==> src/common/book_pkg.sv <==
/*
  Shared sizes, command codes and packed structs for the order-book
  update pipeline
*/
`default_nettype none

package book_pkg;

  // Products held in the state table
  localparam int PRODUCTS_N = 16;
  localparam int PROD_ID_W  = $clog2(PRODUCTS_N);

  // Price levels per product
  localparam int ENTRIES_N  = 4;
  // Must hold 0..ENTRIES_N
  localparam int LISTSIZE_W = $clog2(ENTRIES_N + 1);

  // Level fields
  localparam int KEY_W      = 8;
  localparam int VOLUME_W   = 12;

  typedef logic [PROD_ID_W-1:0]  prod_id_t;
  typedef logic [KEY_W-1:0]      key_t;
  typedef logic [VOLUME_W-1:0]   volume_t;
  typedef logic [LISTSIZE_W-1:0] listsize_t;

  // Update opcodes
  typedef enum logic [1:0] {
    CMD_NOP    = 2'd0,
    CMD_ADD    = 2'd1,
    CMD_REMOVE = 2'd2
  } cmd_t;

  // One update command, 26 bits
  typedef struct packed {
    prod_id_t prod_id;
    cmd_t     cmd;
    key_t     key;
    volume_t  size;
  } upd_t;

  // One price level, 21 bits
  typedef struct packed {
    logic    vld;
    key_t    key;
    volume_t volume;
  } entry_t;

  // Whole list of one product, 87 bits
  typedef struct packed {
    entry_t [ENTRIES_N-1:0] entries;
    listsize_t              listsize;
  } state_t;

  // Level-0 report, 24 bits
  typedef struct packed {
    prod_id_t prod_id;
    key_t     key;
    volume_t  volume;
  } notify_t;

endpackage

`default_nettype wire

==> src/book_state_table.sv <==
/*
  Per-product state memory with one registered read port and one write port
*/
`timescale 1ns/1ns
`default_nettype none

module book_state_table (
    input  wire                       clk
  , input  wire                       rst
  // Read port
  , input  wire                       i_ren
  , input  wire book_pkg::prod_id_t   i_raddr
  , output book_pkg::state_t          o_rdata
  // Write port
  , input  wire                       i_wen
  , input  wire book_pkg::prod_id_t   i_waddr
  , input  wire book_pkg::state_t     i_wdata
);

  // List storage per product
  book_pkg::state_t                   mem [book_pkg::PRODUCTS_N];
  // Set on first write to a product
  logic [book_pkg::PRODUCTS_N-1:0]    prod_vld;

  always_ff @(posedge clk) begin
    if (i_wen) begin
      mem[i_waddr] <= i_wdata;
    end
  end

  always_ff @(posedge clk) begin
    if (rst) begin
      prod_vld <= '0;
    end else if (i_wen) begin
      prod_vld[i_waddr] <= 1'b1;
    end
  end

  // Registered read with never-written product reading as empty list
  always_ff @(posedge clk) begin
    if (i_ren) begin
      o_rdata <= prod_vld[i_raddr] ? mem[i_raddr] : '0;
    end
  end

  // Enabled ports address a defined product
  a_addr_range : assert property (@(posedge clk) disable iff (rst)
    !(i_ren && $isunknown(i_raddr)) &&
    !(i_wen && $isunknown(i_waddr)));

endmodule

`default_nettype wire

==> src/update_pipe/update_front.sv <==
/*
  Update pipeline stages S1 and S2 with table read issue, write-back
  collision detection and state forwarding into the S3 register
*/
`timescale 1ns/1ns
`default_nettype none

module update_front (
    input  wire                       clk
  , input  wire                       rst
  // Update command
  , input  wire                       i_upd_vld
  , input  wire book_pkg::upd_t       i_upd
  // Table read data one cycle after ren
  , input  wire book_pkg::state_t     i_state_rdata
  // Registered write-back from exe
  , input  wire                       i_wrbk_vld
  , input  wire book_pkg::prod_id_t   i_wrbk_id
  , input  wire book_pkg::state_t     i_wrbk_state
  // Table read request
  , output logic                      o_state_ren
  , output book_pkg::prod_id_t        o_state_raddr
  // S3 register
  , output logic                      o_s3_vld
  , output book_pkg::upd_t            o_s3_upd
  , output book_pkg::state_t          o_s3_state
);

  // S1
  logic                               s1_vld_r;
  book_pkg::upd_t                     s1_upd_r;
  logic                               s1_coll;

  // S2
  logic                               s2_vld_r;
  book_pkg::upd_t                     s2_upd_r;
  logic                               s2_coll_r;
  book_pkg::state_t                   s2_coll_state_r;
  logic                               s2_fwd_cur;
  book_pkg::state_t                   s2_state;

  // Write-back lands this cycle on the S1 product
  assign s1_coll = s1_vld_r & i_wrbk_vld & (i_wrbk_id == s1_upd_r.prod_id);

  // Read killed on collision and state taken from write-back
  assign o_state_ren   = s1_vld_r & ~s1_coll;
  assign o_state_raddr = s1_upd_r.prod_id;

  // Current write-back hits S2 product
  assign s2_fwd_cur = i_wrbk_vld & (i_wrbk_id == s2_upd_r.prod_id);

  // Newest state first
  always_comb begin
    if (s2_fwd_cur) begin
      s2_state = i_wrbk_state;
    end else if (s2_coll_r) begin
      s2_state = s2_coll_state_r;
    end else begin
      s2_state = i_state_rdata;
    end
  end

  // Stage valids
  always_ff @(posedge clk) begin
    if (rst) begin
      s1_vld_r <= 1'b0;
      s2_vld_r <= 1'b0;
      o_s3_vld <= 1'b0;
    end else begin
      s1_vld_r <= i_upd_vld;
      s2_vld_r <= s1_vld_r;
      o_s3_vld <= s2_vld_r;
    end
  end

  // Stage payloads
  always_ff @(posedge clk) begin
    if (i_upd_vld) begin
      s1_upd_r <= i_upd;
    end
    if (s1_vld_r) begin
      s2_upd_r        <= s1_upd_r;
      s2_coll_r       <= s1_coll;
      s2_coll_state_r <= i_wrbk_state;
    end
    if (s2_vld_r) begin
      o_s3_upd   <= s2_upd_r;
      o_s3_state <= s2_state;
    end
  end

  // Table data taken by S2 is defined
  a_rdata_known : assert property (@(posedge clk) disable iff (rst)
    (s2_vld_r && !s2_fwd_cur && !s2_coll_r) |-> !$isunknown(i_state_rdata));

endmodule

`default_nettype wire

==> src/update_pipe/update_exe.sv <==
/*
  Update pipeline stage S3 with list execution, level-0 change detection,
  write-back and notify registers
*/
`timescale 1ns/1ns
`default_nettype none

module update_exe (
    input  wire                       clk
  , input  wire                       rst
  // S3 command and resolved state
  , input  wire                       i_s3_vld
  , input  wire book_pkg::upd_t       i_s3_upd
  , input  wire book_pkg::state_t     i_s3_state
  // Write-back to table and front
  , output logic                      o_wrbk_vld
  , output book_pkg::prod_id_t        o_wrbk_id
  , output book_pkg::state_t          o_wrbk_state
  // Notify bus
  , output logic                      o_lv0_vld
  , output book_pkg::notify_t         o_lv0
);

  logic                               bypass;
  book_pkg::state_t                   st_cur;
  book_pkg::state_t                   st_nxt;
  logic [book_pkg::ENTRIES_N-1:0]     hit_oh;
  logic [book_pkg::ENTRIES_N-1:0]     free_oh;
  logic                               hit_any;
  book_pkg::entry_t                   lv0_cur;
  book_pkg::entry_t                   lv0_nxt;
  logic                               lv0_chg;

  // Volume add clamping at all ones
  function automatic book_pkg::volume_t sat_add(input book_pkg::volume_t a,
                                                input book_pkg::volume_t b);
    logic [book_pkg::VOLUME_W:0] sum;
    sum = {1'b0, a} + {1'b0, b};
    return sum[book_pkg::VOLUME_W] ? '1 : sum[book_pkg::VOLUME_W-1:0];
  endfunction

  function automatic book_pkg::listsize_t count_vld(input book_pkg::state_t st);
    book_pkg::listsize_t n;
    n = '0;
    for (int i = 0; i < book_pkg::ENTRIES_N; i++) begin
      n = n + book_pkg::listsize_t'(st.entries[i].vld);
    end
    return n;
  endfunction

  // Smallest valid key; all zero when list is empty
  function automatic book_pkg::entry_t level0(input book_pkg::state_t st);
    book_pkg::entry_t best;
    best = '0;
    for (int i = 0; i < book_pkg::ENTRIES_N; i++) begin
      if (st.entries[i].vld && (!best.vld || (st.entries[i].key < best.key))) begin
        best = st.entries[i];
      end
    end
    return best;
  endfunction

  // Previous command on same product still in the write-back register
  assign bypass = o_wrbk_vld & (o_wrbk_id == i_s3_upd.prod_id);
  assign st_cur = bypass ? o_wrbk_state : i_s3_state;

  // One-hot key match and lowest free slot
  always_comb begin
    logic taken;
    taken = 1'b0;
    for (int i = 0; i < book_pkg::ENTRIES_N; i++) begin
      hit_oh[i]  = st_cur.entries[i].vld && (st_cur.entries[i].key == i_s3_upd.key);
      free_oh[i] = !st_cur.entries[i].vld && !taken;
      taken      = taken | !st_cur.entries[i].vld;
    end
  end

  assign hit_any = |hit_oh;

  // Apply command per entry
  always_comb begin
    st_nxt = st_cur;
    for (int i = 0; i < book_pkg::ENTRIES_N; i++) begin
      case (i_s3_upd.cmd)
        book_pkg::CMD_ADD: begin
          if (hit_oh[i]) begin
            st_nxt.entries[i].volume = sat_add(st_cur.entries[i].volume, i_s3_upd.size);
          end else if (!hit_any && free_oh[i]) begin
            st_nxt.entries[i].vld    = 1'b1;
            st_nxt.entries[i].key    = i_s3_upd.key;
            st_nxt.entries[i].volume = i_s3_upd.size;
          end
        end
        book_pkg::CMD_REMOVE: begin
          // Entry freed when nothing is left
          if (hit_oh[i]) begin
            if (i_s3_upd.size >= st_cur.entries[i].volume) begin
              st_nxt.entries[i] = '0;
            end else begin
              st_nxt.entries[i].volume = st_cur.entries[i].volume - i_s3_upd.size;
            end
          end
        end
        default: begin
        end
      endcase
    end
    st_nxt.listsize = count_vld(st_nxt);
  end

  assign lv0_cur = level0(st_cur);
  assign lv0_nxt = level0(st_nxt);
  assign lv0_chg = (lv0_cur.key != lv0_nxt.key) || (lv0_cur.volume != lv0_nxt.volume);

  always_ff @(posedge clk) begin
    if (rst) begin
      o_wrbk_vld <= 1'b0;
      o_lv0_vld  <= 1'b0;
    end else begin
      o_wrbk_vld <= i_s3_vld;
      o_lv0_vld  <= i_s3_vld & lv0_chg;
    end
  end

  always_ff @(posedge clk) begin
    if (i_s3_vld) begin
      o_wrbk_id    <= i_s3_upd.prod_id;
      o_wrbk_state <= st_nxt;
    end
    if (i_s3_vld && lv0_chg) begin
      o_lv0.prod_id <= i_s3_upd.prod_id;
      o_lv0.key     <= lv0_nxt.key;
      o_lv0.volume  <= lv0_nxt.volume;
    end
  end

  // Incoming list stays within bounds
  a_listsize_max : assert property (@(posedge clk) disable iff (rst)
    i_s3_vld |-> (i_s3_state.listsize <= book_pkg::ENTRIES_N));

  // State from table or forwarding keeps listsize consistent
  a_listsize_cnt : assert property (@(posedge clk) disable iff (rst)
    i_s3_vld |-> (i_s3_state.listsize == count_vld(i_s3_state)));

endmodule

`default_nettype wire

==> src/book_update_top.sv <==
/*
  Order-book update top: front stages, execute stage and state table
*/
`timescale 1ns/1ns
`default_nettype none

module book_update_top (
    input  wire                       clk
  , input  wire                       rst
  // Update command strobe
  , input  wire                       i_upd_vld
  , input  wire book_pkg::upd_t       i_upd
  // Level-0 notify
  , output logic                      o_lv0_vld
  , output book_pkg::notify_t         o_lv0
);

  // Table read
  logic                               state_ren;
  book_pkg::prod_id_t                 state_raddr;
  book_pkg::state_t                   state_rdata;

  // Front to exe
  logic                               s3_vld;
  book_pkg::upd_t                     s3_upd;
  book_pkg::state_t                   s3_state;

  // Write-back, shared by table and front
  logic                               wrbk_vld;
  book_pkg::prod_id_t                 wrbk_id;
  book_pkg::state_t                   wrbk_state;

  update_front u_front (
      .clk            (clk)
    , .rst            (rst)
    , .i_upd_vld      (i_upd_vld)
    , .i_upd          (i_upd)
    , .i_state_rdata  (state_rdata)
    , .i_wrbk_vld     (wrbk_vld)
    , .i_wrbk_id      (wrbk_id)
    , .i_wrbk_state   (wrbk_state)
    , .o_state_ren    (state_ren)
    , .o_state_raddr  (state_raddr)
    , .o_s3_vld       (s3_vld)
    , .o_s3_upd       (s3_upd)
    , .o_s3_state     (s3_state)
  );

  update_exe u_exe (
      .clk            (clk)
    , .rst            (rst)
    , .i_s3_vld       (s3_vld)
    , .i_s3_upd       (s3_upd)
    , .i_s3_state     (s3_state)
    , .o_wrbk_vld     (wrbk_vld)
    , .o_wrbk_id      (wrbk_id)
    , .o_wrbk_state   (wrbk_state)
    , .o_lv0_vld      (o_lv0_vld)
    , .o_lv0          (o_lv0)
  );

  book_state_table u_table (
      .clk            (clk)
    , .rst            (rst)
    , .i_ren          (state_ren)
    , .i_raddr        (state_raddr)
    , .o_rdata        (state_rdata)
    , .i_wen          (wrbk_vld)
    , .i_waddr        (wrbk_id)
    , .i_wdata        (wrbk_state)
  );

endmodule

`default_nettype wire

==> config.mk <==
export PLATFORM = sky130hd
export DESIGN_NAME = book_update_top
export DESIGN_NICKNAME = d
export VERILOG_FILES = /design/src/common/book_pkg.sv /design/src/book_state_table.sv /design/src/update_pipe/update_front.sv /design/src/update_pipe/update_exe.sv /design/src/book_update_top.sv
export SDC_FILE = /design/constraint.sdc
export NUM_CORES = 2
export LEC_CHECK = 0
export BUFFER_PORTS_ARGS = -buffer_cell sky130_fd_sc_hd__buf_2
export CORE_ASPECT_RATIO = 1.1
export CORE_MARGIN = 8
export CORE_UTILIZATION = 40
export CTS_BUF_LIST = sky130_fd_sc_hd__clkbuf_4
export CTS_CLUSTER_DIAMETER = 100
export DETAILED_ROUTE_END_ITERATION = 8
export GPL_TIMING_DRIVEN = 1
export PLACE_DENSITY = 0.65
export SLEW_MARGIN = 20
export SYNTH_ARGS = -nofsm -noshare
export SYNTH_HDL_FRONTEND = slang
export SYNTH_HIERARCHICAL = 1
export SYNTH_SLANG_ARGS = --single-unit
==> constraint.sdc <==
create_clock -name clk -period 17.3 [get_ports clk]
set_input_delay 0.865 -clock clk [delete_from_list [all_inputs] [get_ports clk]]
set_output_delay 0.865 -clock clk [all_outputs]
set_load 0.05 [all_outputs]
==> reports/qor.log <==
INFO  timing         finalSetupTns=0ps
INFO  synthesis      synth.net_count=4780
INFO  finish         finish.net_count=5159
INFO  grt            grt_overflow_total=0
INFO  die            ios=54
INFO  route          routed-via-count=46300
INFO  route          wire_length_after_detailed_routing=227000um
INFO  timing         final.setup_skew=174ps
INFO  route          wire_per_inst=28.9um
INFO  setup_path     end_kind=flip-flop
INFO  power          irDropWorstVdd=72.7uV
INFO  die            die_h=481um
INFO  grt            grtUsageTotal=0.211
INFO  finish         synthToLayoutAreaGrowth=11.5%
INFO  placement      buffer_ports.inserted=53
INFO  die            dieWidth=439um
INFO  placement      detailedPlacementHpwl=136000um
INFO  cts            worstSkewPairLatency=1380ps
INFO  cts            clkSinkCount=1808
INFO  synthesis      synth.yosys.warnings=6
INFO  timing         finalMaxSlewViolations=0
INFO  timing         slew_headroom=0.261
INFO  cts            cts_post_setup_buffers_inserted=0
INFO  job            timing.max_cap.violations=0
INFO  route          routed_via_density=5.88
INFO  die            rows=170
INFO  timing         final.min_clock_period=14290ps
INFO  setup_path     worstPathRequired=18190ps
INFO  cts            cts_buffers=445
INFO  synthesis      synth_area=78600squm
INFO  timing         final_min_period_over_clock_period=0.826
INFO  grt            grt_antenna_before_repair=9
INFO  cts            tritoncts=yes
INFO  setup_path     critical_path.top_delay_family=compound AO/OA/AOI/OAI gates
INFO  status         status=completed
INFO  cts            cts_buffer_depth=4
INFO  setup_path     critPathMaxStageDelay=770ps
INFO  setup_path     cp_data_arrival_time=15180ps
INFO  route          ant_nets=0
INFO  power          power.leakage=28.9nW
INFO  route          drt-pass1-iter-count=8
INFO  setup_path     cpMaxStageDelayCell=a21oi_4
INFO  timing         grt_setup_unrepaired=false
INFO  timing         tightestPinTransition=1110ps
INFO  cts            clk_transition_reported_paths=80ps
INFO  cts            cts-root-buf=clkbuf_4
INFO  timing         setup_viol_count_final=0
INFO  finish         fill_cells=17000
INFO  worst_hold_path holdCritPathClass=input pin to flip-flop
INFO  grt            grt_first_pass_wirelength=328000um
INFO  power          powerDensity=99.5nW/um^2
INFO  route          first_iter_violations=5154
INFO  synthesis      syn_avg_cell_area=17.1squm
INFO  synthesis      synthesis.instances=4602
INFO  placement      dp_cells=7086
INFO  timing         fmax=70.0MHz
INFO  setup_path     cp.buffers_inverters=5
INFO  timing         timing_hold_violations_final=0
INFO  finish         post_route_cells_drive_above_1_share=0.270
INFO  die            start_util=0.402
INFO  cts            ctsHtreeMaxLevel=5
INFO  finish         final_cell_count_no_fill=7870
INFO  setup_path     startpoint_type=flip-flop
INFO  route          drcViolationCount=0
INFO  die            die-area=211000squm
INFO  placement      place.gp.congestion=0.986
INFO  grt            grt_pass1_vias=47300
INFO  grt            largest_net_degree_at_the_start_of_global_routing=111
INFO  die            floorplan.core_area=195000squm
INFO  setup_path     timing.critical_path.mode_cell=a21o_1
INFO  cts            post_cts_resize_count=0
INFO  setup_path     critPathMaxFanout=73
INFO  setup_path     timing.setup.critical_path_class=flip-flop to flip-flop
[metrics by stage]
step	hold slack [ps]	total power [W]	instance area, sq um	utilization	worst slack (ps)
after floorplan	400	0.00529	78600	-	5040
after global placement	402	0.00545	82000	0.420	3420
after detailed placement	405	0.00545	82000	0.420	3330
after CTS	17.2	0.00882	87600	0.449	3180
after global routing	69.7	0.00905	87600	0.449	2110
final	204	0.00872	87600	0.449	3010
[per-layer routing]
metal	vias up	GRT usage	part of all wire
li1	19600	-	-
met1	23900	0.281	0.41
met2	2343	0.346	0.48
met3	409	0.0418	0.082
met4	6	0.0760	0.031
met5	-	0	0.00015
[registers in the layout, indices dropped and copies added (netlist names), 4 cells and up]
register	count
u_front/s2_coll_state_r	84
u_front/o_state_raddr	4
u_exe/o_lv0	24
u_front/s2_upd_r	26
u_exe/o_wrbk_id	4
u_front/o_s3_upd	26
u_front/o_s3_state	84
u_front/s1_upd_r	22
u_table/prod_vld	16
u_exe/o_wrbk_state	84
u_table/o_rdata	84
u_table/mem	1344
[report_power, final]
| part | internal, W | switching, W |
|---|---|---|
| logic | 0.000216 | 0.000302 |
| registers | 0.00481 | 0.0000374 |
| clock network | 0.00170 | 0.00166 |
| total | 0.00672 | 0.00200 |
[worst reg2reg max path: cells and delay by family (launching register included)]
kind	cells	cell delay, ps
flip-flops	1	580
AND/OR/NAND/NOR	10	2290
AO/OA/AOI/OAI	25	6610
adder cells (fa/ha/maj)	5	1380
multiplexers	3	1350
buffers and inverters	5	1090
XOR/XNOR	2	470
[area by class of cell]
class / instances / area, sq um / share of cell area
Antenna cell: 6 / 15.0 / 0.000171
Clock buffer: 617 / 4630 / 0.0529
Clock inverter: 133 / 651 / 0.00743
Inverter: 149 / 559 / 0.00638
Multi-Input combinational cell: 2387 / 22900 / 0.262
Sequential cell: 1808 / 54100 / 0.617
Tap cell: 2580 / 3230 / 0.0368
Timing Repair Buffer: 190 / 1480 / 0.0169
[cells in the final DEF (no fill, tap or decap), types with 16 or more instances in the layout]
| master | instances |
|---|---|
| nand4_1 | 21 |
| a211oi_1 | 22 |
| nor2_1 | 165 |
| nand3_1 | 47 |
| nor3_1 | 38 |
| nor4_1 | 17 |
| buf_4 | 100 |
| mux2_1 | 21 |
| o211ai_1 | 23 |
| buf_2 | 53 |
| clkinv_2 | 16 |
| mux4_2 | 340 |
| nor2_4 | 16 |
| a21oi_1 | 255 |
| dfxtp_1 | 18 |
| inv_1 | 146 |
| clkinv_1 | 104 |
| edfxtp_1 | 1787 |
| a21o_1 | 35 |
| nand2b_1 | 22 |
| clkbuf_4 | 617 |
| dlygate4sd3_1 | 28 |
| mux2_2 | 203 |
| xor2_1 | 44 |
| nor2b_1 | 22 |
| ha_1 | 141 |
| o22ai_1 | 21 |
| o21ai_0 | 132 |
| nand2_1 | 144 |
| mux2i_1 | 76 |
| xnor2_1 | 72 |
| o21bai_1 | 24 |
| a22oi_1 | 183 |
[repair_timing]
item | 4_1_cts | 5_1_grt
hold buffers | 28 | 0
endpoints found under the hold margin | 53 | 0
endpoints found under the setup margin | 0 | 0
[final timing paths]
check / start / to / slack [ps] / cells past startpoint
worst max-delay path: u_exe/o_wrbk_id[2]$_DFFE_PP_ / u_exe/o_lv0[12]$_DFFE_PP_ / 3010 / 50
worst min-delay path: i_upd[22] / u_front/o_state_raddr[0]$_DFFE_PP_ / 200 / 2
worst max register to register: u_exe/o_wrbk_id[2]$_DFFE_PP_ / u_exe/o_lv0[12]$_DFFE_PP_ / 3010 / 50
worst min register to register: u_front/s2_upd_r[6]$_DFFE_PP_ / u_front/o_s3_upd[6]$_DFFE_PP_ / 370 / 0
Power figures use the tool's default switching activity.
